[src/verilog/core_macros.svh]
/*
 * Core-wide constants: data width, register count, boot address, NOP encoding
 */
`ifndef CORE_MACROS_SVH
`define CORE_MACROS_SVH

// Data path and PC width
`define CORE_XLEN 32

// Architectural integer registers
`define CORE_NREGS 32

// First fetch address after reset
`define CORE_BOOT_PC 32'h0000_0000

// ADDI x0, x0, 0
// Decode sees this in place of an empty IF/ID slot
`define CORE_NOP 32'h0000_0013

`endif
[src/verilog/core_pkg.sv]
/*
 * Opcode, ALU-op, branch-type and next-PC enums
 * Payload structs for the IF/ID, ID/EXE and EXE/WB registers
 */
`include "core_macros.svh"

package core_pkg;

    // Common widths
    typedef logic [`CORE_XLEN-1:0]          word_t;
    typedef logic [$clog2(`CORE_NREGS)-1:0] reg_idx_t;

    // Major opcodes handled by the pipeline
    typedef enum logic [6:0] {
        OP_LUI    = 7'b0110111,
        OP_IMM    = 7'b0010011,
        OP_REG    = 7'b0110011,
        OP_BRANCH = 7'b1100011,
        OP_JAL    = 7'b1101111
    } opcode_t;

    typedef enum logic [3:0] {
        ALU_ADD,
        ALU_SUB,
        ALU_AND,
        ALU_OR,
        ALU_XOR,
        ALU_SLT,
        ALU_PASS_B
    } alu_op_t;

    // Control transfer kind, resolved in execute
    typedef enum logic [1:0] {
        BR_NONE,
        BR_BEQ,
        BR_BNE,
        BR_JAL
    } br_type_t;

    // Fetch address source
    typedef enum logic {
        NEXT_PC_SEQ,
        NEXT_PC_REDIRECT
    } next_pc_t;

    typedef struct packed {
        logic  valid;
        word_t pc;
        word_t instr;
    } if_id_t;

    typedef struct packed {
        logic     valid;
        word_t    pc;
        reg_idx_t rs1;
        reg_idx_t rs2;
        word_t    rs1_data;
        word_t    rs2_data;
        word_t    imm;
        alu_op_t  alu_op;
        // B operand from imm instead of rs2
        logic     use_imm;
        br_type_t br_type;
        reg_idx_t rd;
        logic     rf_we;
        logic     illegal;
    } id_exe_t;

    typedef struct packed {
        logic     valid;
        word_t    pc;
        reg_idx_t rd;
        logic     rf_we;
        word_t    result;
        logic     illegal;
    } exe_wb_t;

endpackage

[src/verilog/pipe_ctrl_if.sv]
/*
 * Pipeline control bundle: stall, flushes, next-PC select, redirect target
 */
`timescale 1ns/1ns
`include "core_macros.svh"

interface pipe_ctrl_if;
    import core_pkg::*;

    // From control unit
    logic     stall_if;
    logic     flush_if;
    logic     flush_id;
    next_pc_t next_pc;

    // From execute on a taken branch or jump
    logic                  redirect;
    logic [`CORE_XLEN-1:0] redirect_pc;

    modport cu (
        output stall_if, flush_if, flush_id, next_pc,
        input  redirect
    );

    modport fetch (
        input stall_if, next_pc, redirect_pc
    );

    modport exe (
        output redirect, redirect_pc
    );

endinterface

[src/verilog/core_top.sv]
/*
 * Core top: stages, stage registers, control unit, commit port
 */
`timescale 1ns/1ns
`include "core_macros.svh"

module core_top (
    input  logic                          clk_i,
    input  logic                          rstn_i,
    // Instruction fetch
    output logic                          imem_req_valid_o,
    output logic [`CORE_XLEN-1:0]          imem_req_addr_o,
    input  logic                          imem_resp_valid_i,
    input  logic [`CORE_XLEN-1:0]          imem_resp_data_i,
    // Retired instruction
    output logic                          commit_valid_o,
    output logic [`CORE_XLEN-1:0]          commit_pc_o,
    output logic [$clog2(`CORE_NREGS)-1:0] commit_rd_o,
    output logic                          commit_we_o,
    output logic [`CORE_XLEN-1:0]          commit_data_o,
    output logic                          commit_xcpt_o
);
    import core_pkg::*;

    if_id_t  fetch_d;
    if_id_t  if_id_q;
    id_exe_t id_exe_d;
    id_exe_t id_exe_q;
    exe_wb_t exe_wb_d;
    exe_wb_t exe_wb_q;
    logic    wb_we;

    pipe_ctrl_if ctrl_if ();

    control_unit cu0 (
        .clk_i         (clk_i),
        .rstn_i        (rstn_i),
        .fetch_valid_i (fetch_d.valid),
        .ctrl          (ctrl_if.cu)
    );

    fetch_stage if0 (
        .clk_i             (clk_i),
        .rstn_i            (rstn_i),
        .ctrl              (ctrl_if.fetch),
        .imem_req_valid_o  (imem_req_valid_o),
        .imem_req_addr_o   (imem_req_addr_o),
        .imem_resp_valid_i (imem_resp_valid_i),
        .imem_resp_data_i  (imem_resp_data_i),
        .fetch_o           (fetch_d)
    );

    // Stalled fetch loads an empty slot
    stage_reg #(.payload_t(if_id_t)) if_id_reg (
        .clk_i   (clk_i),
        .rstn_i  (rstn_i),
        .flush_i (ctrl_if.flush_if || ctrl_if.stall_if),
        .load_i  (!ctrl_if.stall_if),
        .data_i  (fetch_d),
        .data_o  (if_id_q)
    );

    decode_stage id0 (
        .clk_i     (clk_i),
        .decode_i  (if_id_q),
        .wb_we_i   (wb_we),
        .wb_rd_i   (exe_wb_q.rd),
        .wb_data_i (exe_wb_q.result),
        .decode_o  (id_exe_d)
    );

    stage_reg #(.payload_t(id_exe_t)) id_exe_reg (
        .clk_i   (clk_i),
        .rstn_i  (rstn_i),
        .flush_i (ctrl_if.flush_id),
        .load_i  (1'b1),
        .data_i  (id_exe_d),
        .data_o  (id_exe_q)
    );

    exe_stage ex0 (
        .exe_i (id_exe_q),
        .wb_i  (exe_wb_q),
        .ctrl  (ctrl_if.exe),
        .exe_o (exe_wb_d)
    );

    // Nothing downstream of execute is ever killed
    stage_reg #(.payload_t(exe_wb_t)) exe_wb_reg (
        .clk_i   (clk_i),
        .rstn_i  (rstn_i),
        .flush_i (1'b0),
        .load_i  (1'b1),
        .data_i  (exe_wb_d),
        .data_o  (exe_wb_q)
    );

    // Illegal instructions retire without a register write
    assign wb_we = exe_wb_q.valid && exe_wb_q.rf_we && !exe_wb_q.illegal;

    assign commit_valid_o = exe_wb_q.valid;
    assign commit_pc_o    = exe_wb_q.pc;
    assign commit_rd_o    = exe_wb_q.rd;
    assign commit_we_o    = wb_we;
    assign commit_data_o  = exe_wb_q.result;
    assign commit_xcpt_o  = exe_wb_q.valid && exe_wb_q.illegal;

endmodule

[src/verilog/control_unit.sv]
/*
 * Control unit: fetch stall, redirect flushes, next-PC select
 */
`timescale 1ns/1ns

module control_unit (
    input  logic    clk_i,
    input  logic    rstn_i,
    input  logic    fetch_valid_i,
    pipe_ctrl_if.cu ctrl
);
    import core_pkg::*;

    // Redirect from last cycle, fetch slot still on the old path
    logic redir_pend_q;

    always_ff @(posedge clk_i or negedge rstn_i) begin
        if (!rstn_i) begin
            redir_pend_q <= 1'b0;
        end else begin
            redir_pend_q <= ctrl.redirect;
        end
    end

    // Bubble into IF/ID while fetch has nothing kept
    assign ctrl.stall_if = !fetch_valid_i;

    // IF/ID kept clear one extra cycle after the redirect
    assign ctrl.flush_if = ctrl.redirect || redir_pend_q;

    // ID/EXE only holds wrong-path work in the redirect cycle
    assign ctrl.flush_id = ctrl.redirect;

    // PC loads the target on the redirect edge
    assign ctrl.next_pc = ctrl.redirect ? NEXT_PC_REDIRECT : NEXT_PC_SEQ;

    // Flushes only follow a taken branch or jump
    a_flush_cause : assert property (@(posedge clk_i) disable iff (!rstn_i)
        (ctrl.flush_if || ctrl.flush_id) |-> (ctrl.redirect || $past(ctrl.redirect)));

endmodule

[src/verilog/exe_stage.sv]
/*
 * Execute: write-back bypass, ALU, branch and jump resolution
 */
`timescale 1ns/1ns

module exe_stage (
    input  core_pkg::id_exe_t exe_i,
    input  core_pkg::exe_wb_t wb_i,
    pipe_ctrl_if.exe          ctrl,
    output core_pkg::exe_wb_t exe_o
);
    import core_pkg::*;

    word_t op_a;
    word_t rs2_val;
    word_t op_b;
    word_t alu_res;
    logic  taken;

    // Take the WB result for a matching nonzero source
    function automatic word_t bypass(input exe_wb_t wb, input reg_idx_t src,
                                     input word_t rf_val);
        if (wb.valid && wb.rf_we && (wb.rd != '0) && (wb.rd == src)) begin
            return wb.result;
        end
        return rf_val;
    endfunction

    assign op_a    = bypass(wb_i, exe_i.rs1, exe_i.rs1_data);
    assign rs2_val = bypass(wb_i, exe_i.rs2, exe_i.rs2_data);
    assign op_b    = exe_i.use_imm ? exe_i.imm : rs2_val;

    always_comb begin
        case (exe_i.alu_op)
            ALU_ADD:    alu_res = op_a + op_b;
            ALU_SUB:    alu_res = op_a - op_b;
            ALU_AND:    alu_res = op_a & op_b;
            ALU_OR:     alu_res = op_a | op_b;
            ALU_XOR:    alu_res = op_a ^ op_b;
            // Signed compare
            ALU_SLT:    alu_res = {{($bits(word_t)-1){1'b0}}, $signed(op_a) < $signed(op_b)};
            ALU_PASS_B: alu_res = op_b;
            default:    alu_res = '0;
        endcase
    end

    // Branch compare on register values, not the ALU B input
    always_comb begin
        case (exe_i.br_type)
            BR_BEQ:  taken = (op_a == rs2_val);
            BR_BNE:  taken = (op_a != rs2_val);
            BR_JAL:  taken = 1'b1;
            default: taken = 1'b0;
        endcase
    end

    assign ctrl.redirect    = exe_i.valid && taken;
    assign ctrl.redirect_pc = exe_i.pc + exe_i.imm;

    assign exe_o.valid   = exe_i.valid;
    assign exe_o.pc      = exe_i.pc;
    assign exe_o.rd      = exe_i.rd;
    assign exe_o.rf_we   = exe_i.rf_we;
    // JAL links pc+4
    assign exe_o.result  = (exe_i.br_type == BR_JAL) ? exe_i.pc + 4 : alu_res;
    assign exe_o.illegal = exe_i.illegal;

endmodule

[src/verilog/decode_stage.sv]
/*
 * Decode: field split, immediates, illegal-encoding check, register read
 */
`timescale 1ns/1ns
`include "core_macros.svh"

module decode_stage (
    input  logic                  clk_i,
    input  core_pkg::if_id_t      decode_i,
    input  logic                  wb_we_i,
    input  core_pkg::reg_idx_t    wb_rd_i,
    input  logic [`CORE_XLEN-1:0] wb_data_i,
    output core_pkg::id_exe_t     decode_o
);
    import core_pkg::*;

    word_t      instr;
    logic [2:0] funct3;
    logic [6:0] funct7;
    word_t      imm_i;
    word_t      imm_u;
    word_t      imm_b;
    word_t      imm_j;
    word_t      rs1_data;
    word_t      rs2_data;

    // Bubbles decode as NOP
    assign instr  = decode_i.valid ? decode_i.instr : `CORE_NOP;
    assign funct3 = instr[14:12];
    assign funct7 = instr[31:25];

    assign imm_i = {{20{instr[31]}}, instr[31:20]};
    assign imm_u = {instr[31:12], 12'b0};
    assign imm_b = {{19{instr[31]}}, instr[31], instr[7], instr[30:25], instr[11:8], 1'b0};
    assign imm_j = {{11{instr[31]}}, instr[31], instr[19:12], instr[20], instr[30:21], 1'b0};

    // Write-back port writes through to these reads
    regfile rf0 (
        .clk_i      (clk_i),
        .rd_addr1_i (instr[19:15]),
        .rd_addr2_i (instr[24:20]),
        .rd_data1_o (rs1_data),
        .rd_data2_o (rs2_data),
        .we_i       (wb_we_i),
        .wr_addr_i  (wb_rd_i),
        .wr_data_i  (wb_data_i)
    );

    always_comb begin
        decode_o          = '0;
        decode_o.valid    = decode_i.valid;
        decode_o.pc       = decode_i.pc;
        decode_o.rs1      = instr[19:15];
        decode_o.rs2      = instr[24:20];
        decode_o.rs1_data = rs1_data;
        decode_o.rs2_data = rs2_data;
        decode_o.rd       = instr[11:7];
        decode_o.alu_op   = ALU_ADD;
        decode_o.br_type  = BR_NONE;
        case (instr[6:0])
            OP_LUI: begin
                decode_o.imm     = imm_u;
                decode_o.use_imm = 1'b1;
                decode_o.alu_op  = ALU_PASS_B;
                decode_o.rf_we   = 1'b1;
            end
            // ADDI only
            OP_IMM: begin
                decode_o.imm     = imm_i;
                decode_o.use_imm = 1'b1;
                decode_o.rf_we   = (funct3 == 3'b000);
                decode_o.illegal = (funct3 != 3'b000);
            end
            OP_REG: begin
                decode_o.rf_we = 1'b1;
                case ({funct7, funct3})
                    10'b0000000_000: decode_o.alu_op = ALU_ADD;
                    10'b0100000_000: decode_o.alu_op = ALU_SUB;
                    10'b0000000_111: decode_o.alu_op = ALU_AND;
                    10'b0000000_110: decode_o.alu_op = ALU_OR;
                    10'b0000000_100: decode_o.alu_op = ALU_XOR;
                    10'b0000000_010: decode_o.alu_op = ALU_SLT;
                    default: begin
                        decode_o.rf_we   = 1'b0;
                        decode_o.illegal = 1'b1;
                    end
                endcase
            end
            // BEQ and BNE, no register write
            OP_BRANCH: begin
                decode_o.imm = imm_b;
                case (funct3)
                    3'b000:  decode_o.br_type = BR_BEQ;
                    3'b001:  decode_o.br_type = BR_BNE;
                    default: decode_o.illegal = 1'b1;
                endcase
            end
            OP_JAL: begin
                decode_o.imm     = imm_j;
                decode_o.br_type = BR_JAL;
                decode_o.rf_we   = 1'b1;
            end
            default: decode_o.illegal = 1'b1;
        endcase
    end

endmodule

[src/verilog/regfile.sv]
/*
 * Integer register file, two read ports and one write port
 * x0 hardwired to zero, same-cycle write visible on reads
 */
`timescale 1ns/1ns
`include "core_macros.svh"

module regfile (
    input  logic                          clk_i,
    input  logic [$clog2(`CORE_NREGS)-1:0] rd_addr1_i,
    input  logic [$clog2(`CORE_NREGS)-1:0] rd_addr2_i,
    output logic [`CORE_XLEN-1:0]          rd_data1_o,
    output logic [`CORE_XLEN-1:0]          rd_data2_o,
    input  logic                          we_i,
    input  logic [$clog2(`CORE_NREGS)-1:0] wr_addr_i,
    input  logic [`CORE_XLEN-1:0]          wr_data_i
);

    logic [`CORE_XLEN-1:0] regs_q [`CORE_NREGS];

    // Entry 0 never written
    always_ff @(posedge clk_i) begin
        if (we_i && (wr_addr_i != '0)) begin
            regs_q[wr_addr_i] <= wr_data_i;
        end
    end

    // Zero first, then write-through, then array
    assign rd_data1_o = (rd_addr1_i == '0) ? '0 :
                        (we_i && (wr_addr_i == rd_addr1_i)) ? wr_data_i :
                        regs_q[rd_addr1_i];

    assign rd_data2_o = (rd_addr2_i == '0) ? '0 :
                        (we_i && (wr_addr_i == rd_addr2_i)) ? wr_data_i :
                        regs_q[rd_addr2_i];

endmodule

[src/verilog/fetch_stage.sv]
/*
 * Fetch: PC, one-deep request tracking, drop of wrong-path responses
 */
`timescale 1ns/1ns
`include "core_macros.svh"

module fetch_stage (
    input  logic                  clk_i,
    input  logic                  rstn_i,
    pipe_ctrl_if.fetch            ctrl,
    output logic                  imem_req_valid_o,
    output logic [`CORE_XLEN-1:0] imem_req_addr_o,
    input  logic                  imem_resp_valid_i,
    input  logic [`CORE_XLEN-1:0] imem_resp_data_i,
    output core_pkg::if_id_t      fetch_o
);
    import core_pkg::*;

    logic [`CORE_XLEN-1:0] pc_q;
    // Low until the first edge out of reset
    logic                  boot_q;
    logic                  busy_q;
    // In-flight response belongs to the old path
    logic                  drop_q;
    logic                  busy_d;
    logic                  redir;

    assign redir = (ctrl.next_pc == NEXT_PC_REDIRECT);

    // New request only when nothing is in flight
    assign imem_req_valid_o = boot_q && !busy_q;
    assign imem_req_addr_o  = pc_q;

    // Request and response never share a cycle
    assign busy_d = imem_req_valid_o || (busy_q && !imem_resp_valid_i);

    // PC still names the in-flight request
    assign fetch_o.valid = imem_resp_valid_i && !drop_q;
    assign fetch_o.pc    = pc_q;
    assign fetch_o.instr = imem_resp_data_i;

    always_ff @(posedge clk_i or negedge rstn_i) begin
        if (!rstn_i) begin
            pc_q   <= `CORE_BOOT_PC;
            boot_q <= 1'b0;
            busy_q <= 1'b0;
            drop_q <= 1'b0;
        end else begin
            boot_q <= 1'b1;
            busy_q <= busy_d;
            // Anything still out after this edge is wrong-path
            if (redir) begin
                drop_q <= busy_d;
            end else if (imem_resp_valid_i) begin
                drop_q <= 1'b0;
            end
            // Redirect over sequential advance
            if (redir) begin
                pc_q <= ctrl.redirect_pc;
            end else if (!ctrl.stall_if) begin
                pc_q <= pc_q + `CORE_XLEN'd4;
            end
        end
    end

    // No second strobe before the answer to the first
    a_one_in_flight : assert property (@(posedge clk_i) disable iff (!rstn_i)
        imem_req_valid_o |=> (!imem_req_valid_o until_with imem_resp_valid_i));

endmodule

[src/verilog/stage_reg.sv]
/*
 * Pipeline register with flush and load, generic over its payload type
 */
`timescale 1ns/1ns

module stage_reg #(
    parameter type payload_t = core_pkg::if_id_t
) (
    input  logic     clk_i,
    input  logic     rstn_i,
    input  logic     flush_i,
    input  logic     load_i,
    input  payload_t data_i,
    output payload_t data_o
);

    payload_t data_q;

    // Flush wins over load
    always_ff @(posedge clk_i or negedge rstn_i) begin
        if (!rstn_i) begin
            data_q <= '0;
        end else if (flush_i) begin
            data_q <= '0;
        end else if (load_i) begin
            data_q <= data_i;
        end
    end

    assign data_o = data_q;

    // Killed entry must not show up downstream
    a_flush_kills : assert property (@(posedge clk_i) disable iff (!rstn_i)
        (flush_i && load_i && data_i.valid) |=> !data_o.valid);

endmodule

[config.mk]
export PLATFORM = sky130hd
export DESIGN_NAME = core_top
export DESIGN_NICKNAME = d
export VERILOG_FILES = /design/src/verilog/core_pkg.sv /design/src/verilog/pipe_ctrl_if.sv /design/src/verilog/core_top.sv /design/src/verilog/control_unit.sv /design/src/verilog/exe_stage.sv /design/src/verilog/decode_stage.sv /design/src/verilog/regfile.sv /design/src/verilog/fetch_stage.sv /design/src/verilog/stage_reg.sv
export VERILOG_INCLUDE_DIRS = /design/src /design/src/verilog
export SDC_FILE = /design/constraint.sdc
export NUM_CORES = 2
export LEC_CHECK = 0
export BUFFER_PORTS_ARGS = -buffer_cell sky130_fd_sc_hd__buf_2
export CAP_MARGIN = 10
export CORE_MARGIN = 10
export CORE_UTILIZATION = 39
export CTS_BUF_LIST = sky130_fd_sc_hd__clkbuf_4
export DETAILED_ROUTE_END_ITERATION = 7
export PLACE_DENSITY = 0.62
export SLEW_MARGIN = 25
export SYNTH_ARGS = -nofsm -noshare
export SYNTH_HDL_FRONTEND = slang
export SYNTH_SLANG_ARGS = --single-unit
[constraint.sdc]
create_clock -name clk_i -period 10.4 [get_ports clk_i]
set_input_delay 1.04 -clock clk_i [delete_from_list [all_inputs] [get_ports clk_i]]
set_output_delay 1.04 -clock clk_i [all_outputs]
set_load 0.1 [all_outputs]
==> results.cfg <==
[final_layout]
nets = 5820
drive_above_1_share_pct = 25.92
final_util_pct = 43.68
stdcell_area_sq_um = 79040
syn2layout_area_growth_pct = 11.35

[drt]
dr_total_vias = 51160
wl_per_cell_microns = 29.52
dr.pass1.iters = 6
first_iter_violations = 6448
drt-total-wl_microns = 244000
drc = 0
viasPerCell = 6.191
detail-route-antenna-nets = 0

[placement]
place.gp.congestion = 0.9865
port_buffers = 139
dpl.hpwl_microns = 146400
dp_slack_ns = 3.621
placed_area_sq_um = 74090

[critical_path]
crit_top_cell = or3_1
critical_path_class = flop to flop
start_kind = flop
end_kind = flop
crit_slowest_cell = or2_2
regToRegSetupSlack_ns = 3.48
slowest_delay_ns = 0.80
crit_chain = or3_1 > o211ai_1 > or2_2 > buf_4 > mux2i_1 > o21ai_0 > ha_1 > fa_1 > a21o_1 > nand4_1 > and3_1 > nor3_1 > o2111ai_1 > a31oi_1 > nor4_1 > a2111oi_0 > or3_1 > a21oi_1 > o22a_1
critPathArrivalTime_ns = 8.20
crit_path_max_fanout = 41
worstPathRequired_ns = 11.68

[logic_synthesis]
synth_edf_count = 1024
synth_seq_cells = 1349
ys_types = 87
synth_ff_type = edfxtp_1
netlist_area_sq_um = 70980
syn_avg_cell_area_sq_um = 13.12
seq_area_frac_synth_pct = 54.78
async_flop_share_pct = 24.09
netlist_instances = 5408
yosys_warnings = 0

[grt]
gr-total-overflow = 0
grt_util_all_layers_pct = 23.85
antenna_found_initial = 11
grt_pass1_vias = 51080
grt_start_max_net_pins = 87
grt_pass1_wl_microns = 350900

[cts]
cts_buffer_depth = 4
clkTransAtPathRegs_ns = 0.08
cts_made_buffers = 377
root_buffer = clkbuf_4
htreeDepth = 5
numClockSinks = 1349
worstSkewPairLatency_ns = 1.40
cts_setup_buffers = 0
cts_tree = yes

[min_path]
min_path_type = input port to async pin

[floorplan]
num_rows = 156
start_util_pct = 39.23
dieArea_sq_um = 199500
fp.dieW_microns = 446.6
design.core.area_sq_um = 180900
ios = 140
chipHeight_microns = 446.6

[timing]
tightest_slew_ns = 1.105
hold_viol = 0
grt_setup_unrepaired = no
fin_worst_skew_ns = 0.1697
finalSetupViolCount = 0
period_minus_slack_ns = 6.921
fin_setup_tns_ns = 0
timing.hold.ws_ns = 0.2570
fmax_mhz = 144.5
maxSlewHeadroom_pct = 26.17
setup_ws_ns = 3.479
min_period_over_period_pct = 66.55
slew_violations = 0

[pwr]
vdd.ir_drop.worst_mv = 0.1385
p_leak_nw = 28.86
power_density_nw_per_um2 = 180.3

[run]
cap_violations = 0

[outcome]
outcome = finished clean
[layout make-up]
| class | instances | area, sq um |
|---|---|---|
| timing repair buffer | 314 | 2195 |
| inverter | 127 | 479.2 |
| clock inverter | 70 | 370.4 |
| tap | 2370 | 2965 |
| sequential | 1349 | 38910 |
| antenna | 6 | 15.01 |
| fill | 16440 | 101900 |
| multi-input combinational | 3467 | 29900 |
| clock buffer | 560 | 4204 |
[metal layers]
metal / vias up / global-route usage (%) / share of wire (%)
li1: 21640 / - / -
met1: 25830 / 30.57 / 38
met2: 3055 / 37.13 / 46
met3: 612 / 6.060 / 10
met4: 16 / 12.85 / 5.7
met5: - / 0 / 0.046
[cells in the mapped netlist, types with 45 or more instances]
master	instances	share of area [%]
edfxtp_1	1024	43
mux4_2	448	14
nand2_1	407	2.2
nor2_1	389	2.1
a21oi_1	325	2.3
dfrtp_1	325	11
clkbuf_1	306	1.6
o21ai_0	168	1.2
ha_1	146	2.6
mux2_2	133	2.1
a22oi_1	132	1.4
inv_1	124	0.66
nand3_1	123	0.87
buf_1	90	0.48
a211oi_1	82	0.87
nor3_1	82	0.58
buf_4	80	0.85
and2_1	78	0.69
a311oi_1	74	0.91
nor3b_1	73	0.77
xnor2_1	72	0.89
a2111oi_0	70	0.86
xor2_1	65	0.80
mux2i_1	52	0.73
nor2b_1	51	0.45
o22ai_1	45	0.40
[worst paths after layout]
kind | from | to | cells after the start
min in group clk_i | id_exe_reg.data_o[0] | exe_wb_reg.data_o[0] | 0
max reg2reg | exe_wb_reg.data_o[37] | exe_wb_reg.data_o[29] | 19
min reg2reg | id_exe_reg.data_o[0] | exe_wb_reg.data_o[0] | 0
min | rstn_i | if0.imem_req_addr_o[15] | 2
max | exe_wb_reg.data_o[37] | exe_wb_reg.data_o[29] | 19
max in group asynchronous | rstn_i | id_exe_reg.data_o[11] | 4
[sequential cells by signal (all words and copies together) (netlist names)]
register             cells
if0.imem_req_addr_o     32
if0.boot_q               1
if0.busy_q               1
id0.rf0.regs_q        1024
if0.drop_q               1
exe_wb_reg.data_o       72
id_exe_reg.data_o      152
if_id_reg.data_o        65
cu0.redir_pend_q         1
[stage by stage]
step           instances  power, W
2_1_floorplan       5439  0.008555
3_3_place_gp        7591  0.009520
3_5_place_dp        7592  0.009549
4_1_cts             8256   0.01431
5_1_grt             8262   0.01485
6_report            8263   0.01425
[report_power, final]
part           leakage [nW]  internal [W]  switching (W)
combinational          12.4      0.000805        0.00218
sequential             13.7       0.00633       0.000186
clock                  2.76       0.00251        0.00224
total                  28.9       0.00964        0.00461
[worst max-delay path: cells and delay by family, from the launching register on]
family                   cells  cell delay, ns
AO/OA/AOI/OAI                8            2.57
adder cells (fa/ha/maj)      2            0.57
buffers and inverters        1            0.51
flip-flops                   1            0.55
multiplexers                 1            0.13
AND/OR/NAND/NOR              7            2.42
[cell usage in the layout, fill, tap and decap left out, drive strengths merged, types with 78 or more instances in the layout]
cell type / count
a21oi: 325
ha: 146
clkbuf: 560
and2: 78
a211oi: 82
mux4: 448
mux2: 134
edfxtp: 1024
inv: 129
o21ai: 168
a22oi: 132
buf: 280
dfrtp: 325
nor3: 82
nand3: 123
nor2: 390
nand2: 407
[repair_timing]
item,in CTS,in global routing
endpoints found under the hold margin,109,0
hold buffers,34,0
gates resized for setup,0,0
[kinds of logic after synthesis]
logic type               count (synthesis)  synth area share (%)
AND/OR/NAND/NOR                       1361                 9.094
multiplexers                           635                 17.09
flip-flops                            1349                 54.78
XOR/XNOR                               137                 1.690
other                                    2               0.01058
adder cells (fa/ha/maj)                149                 2.658
AO/OA/AOI/OAI                         1152                 10.89
buffers and inverters                  623                 3.788
Power figures use the tool's default switching activity.
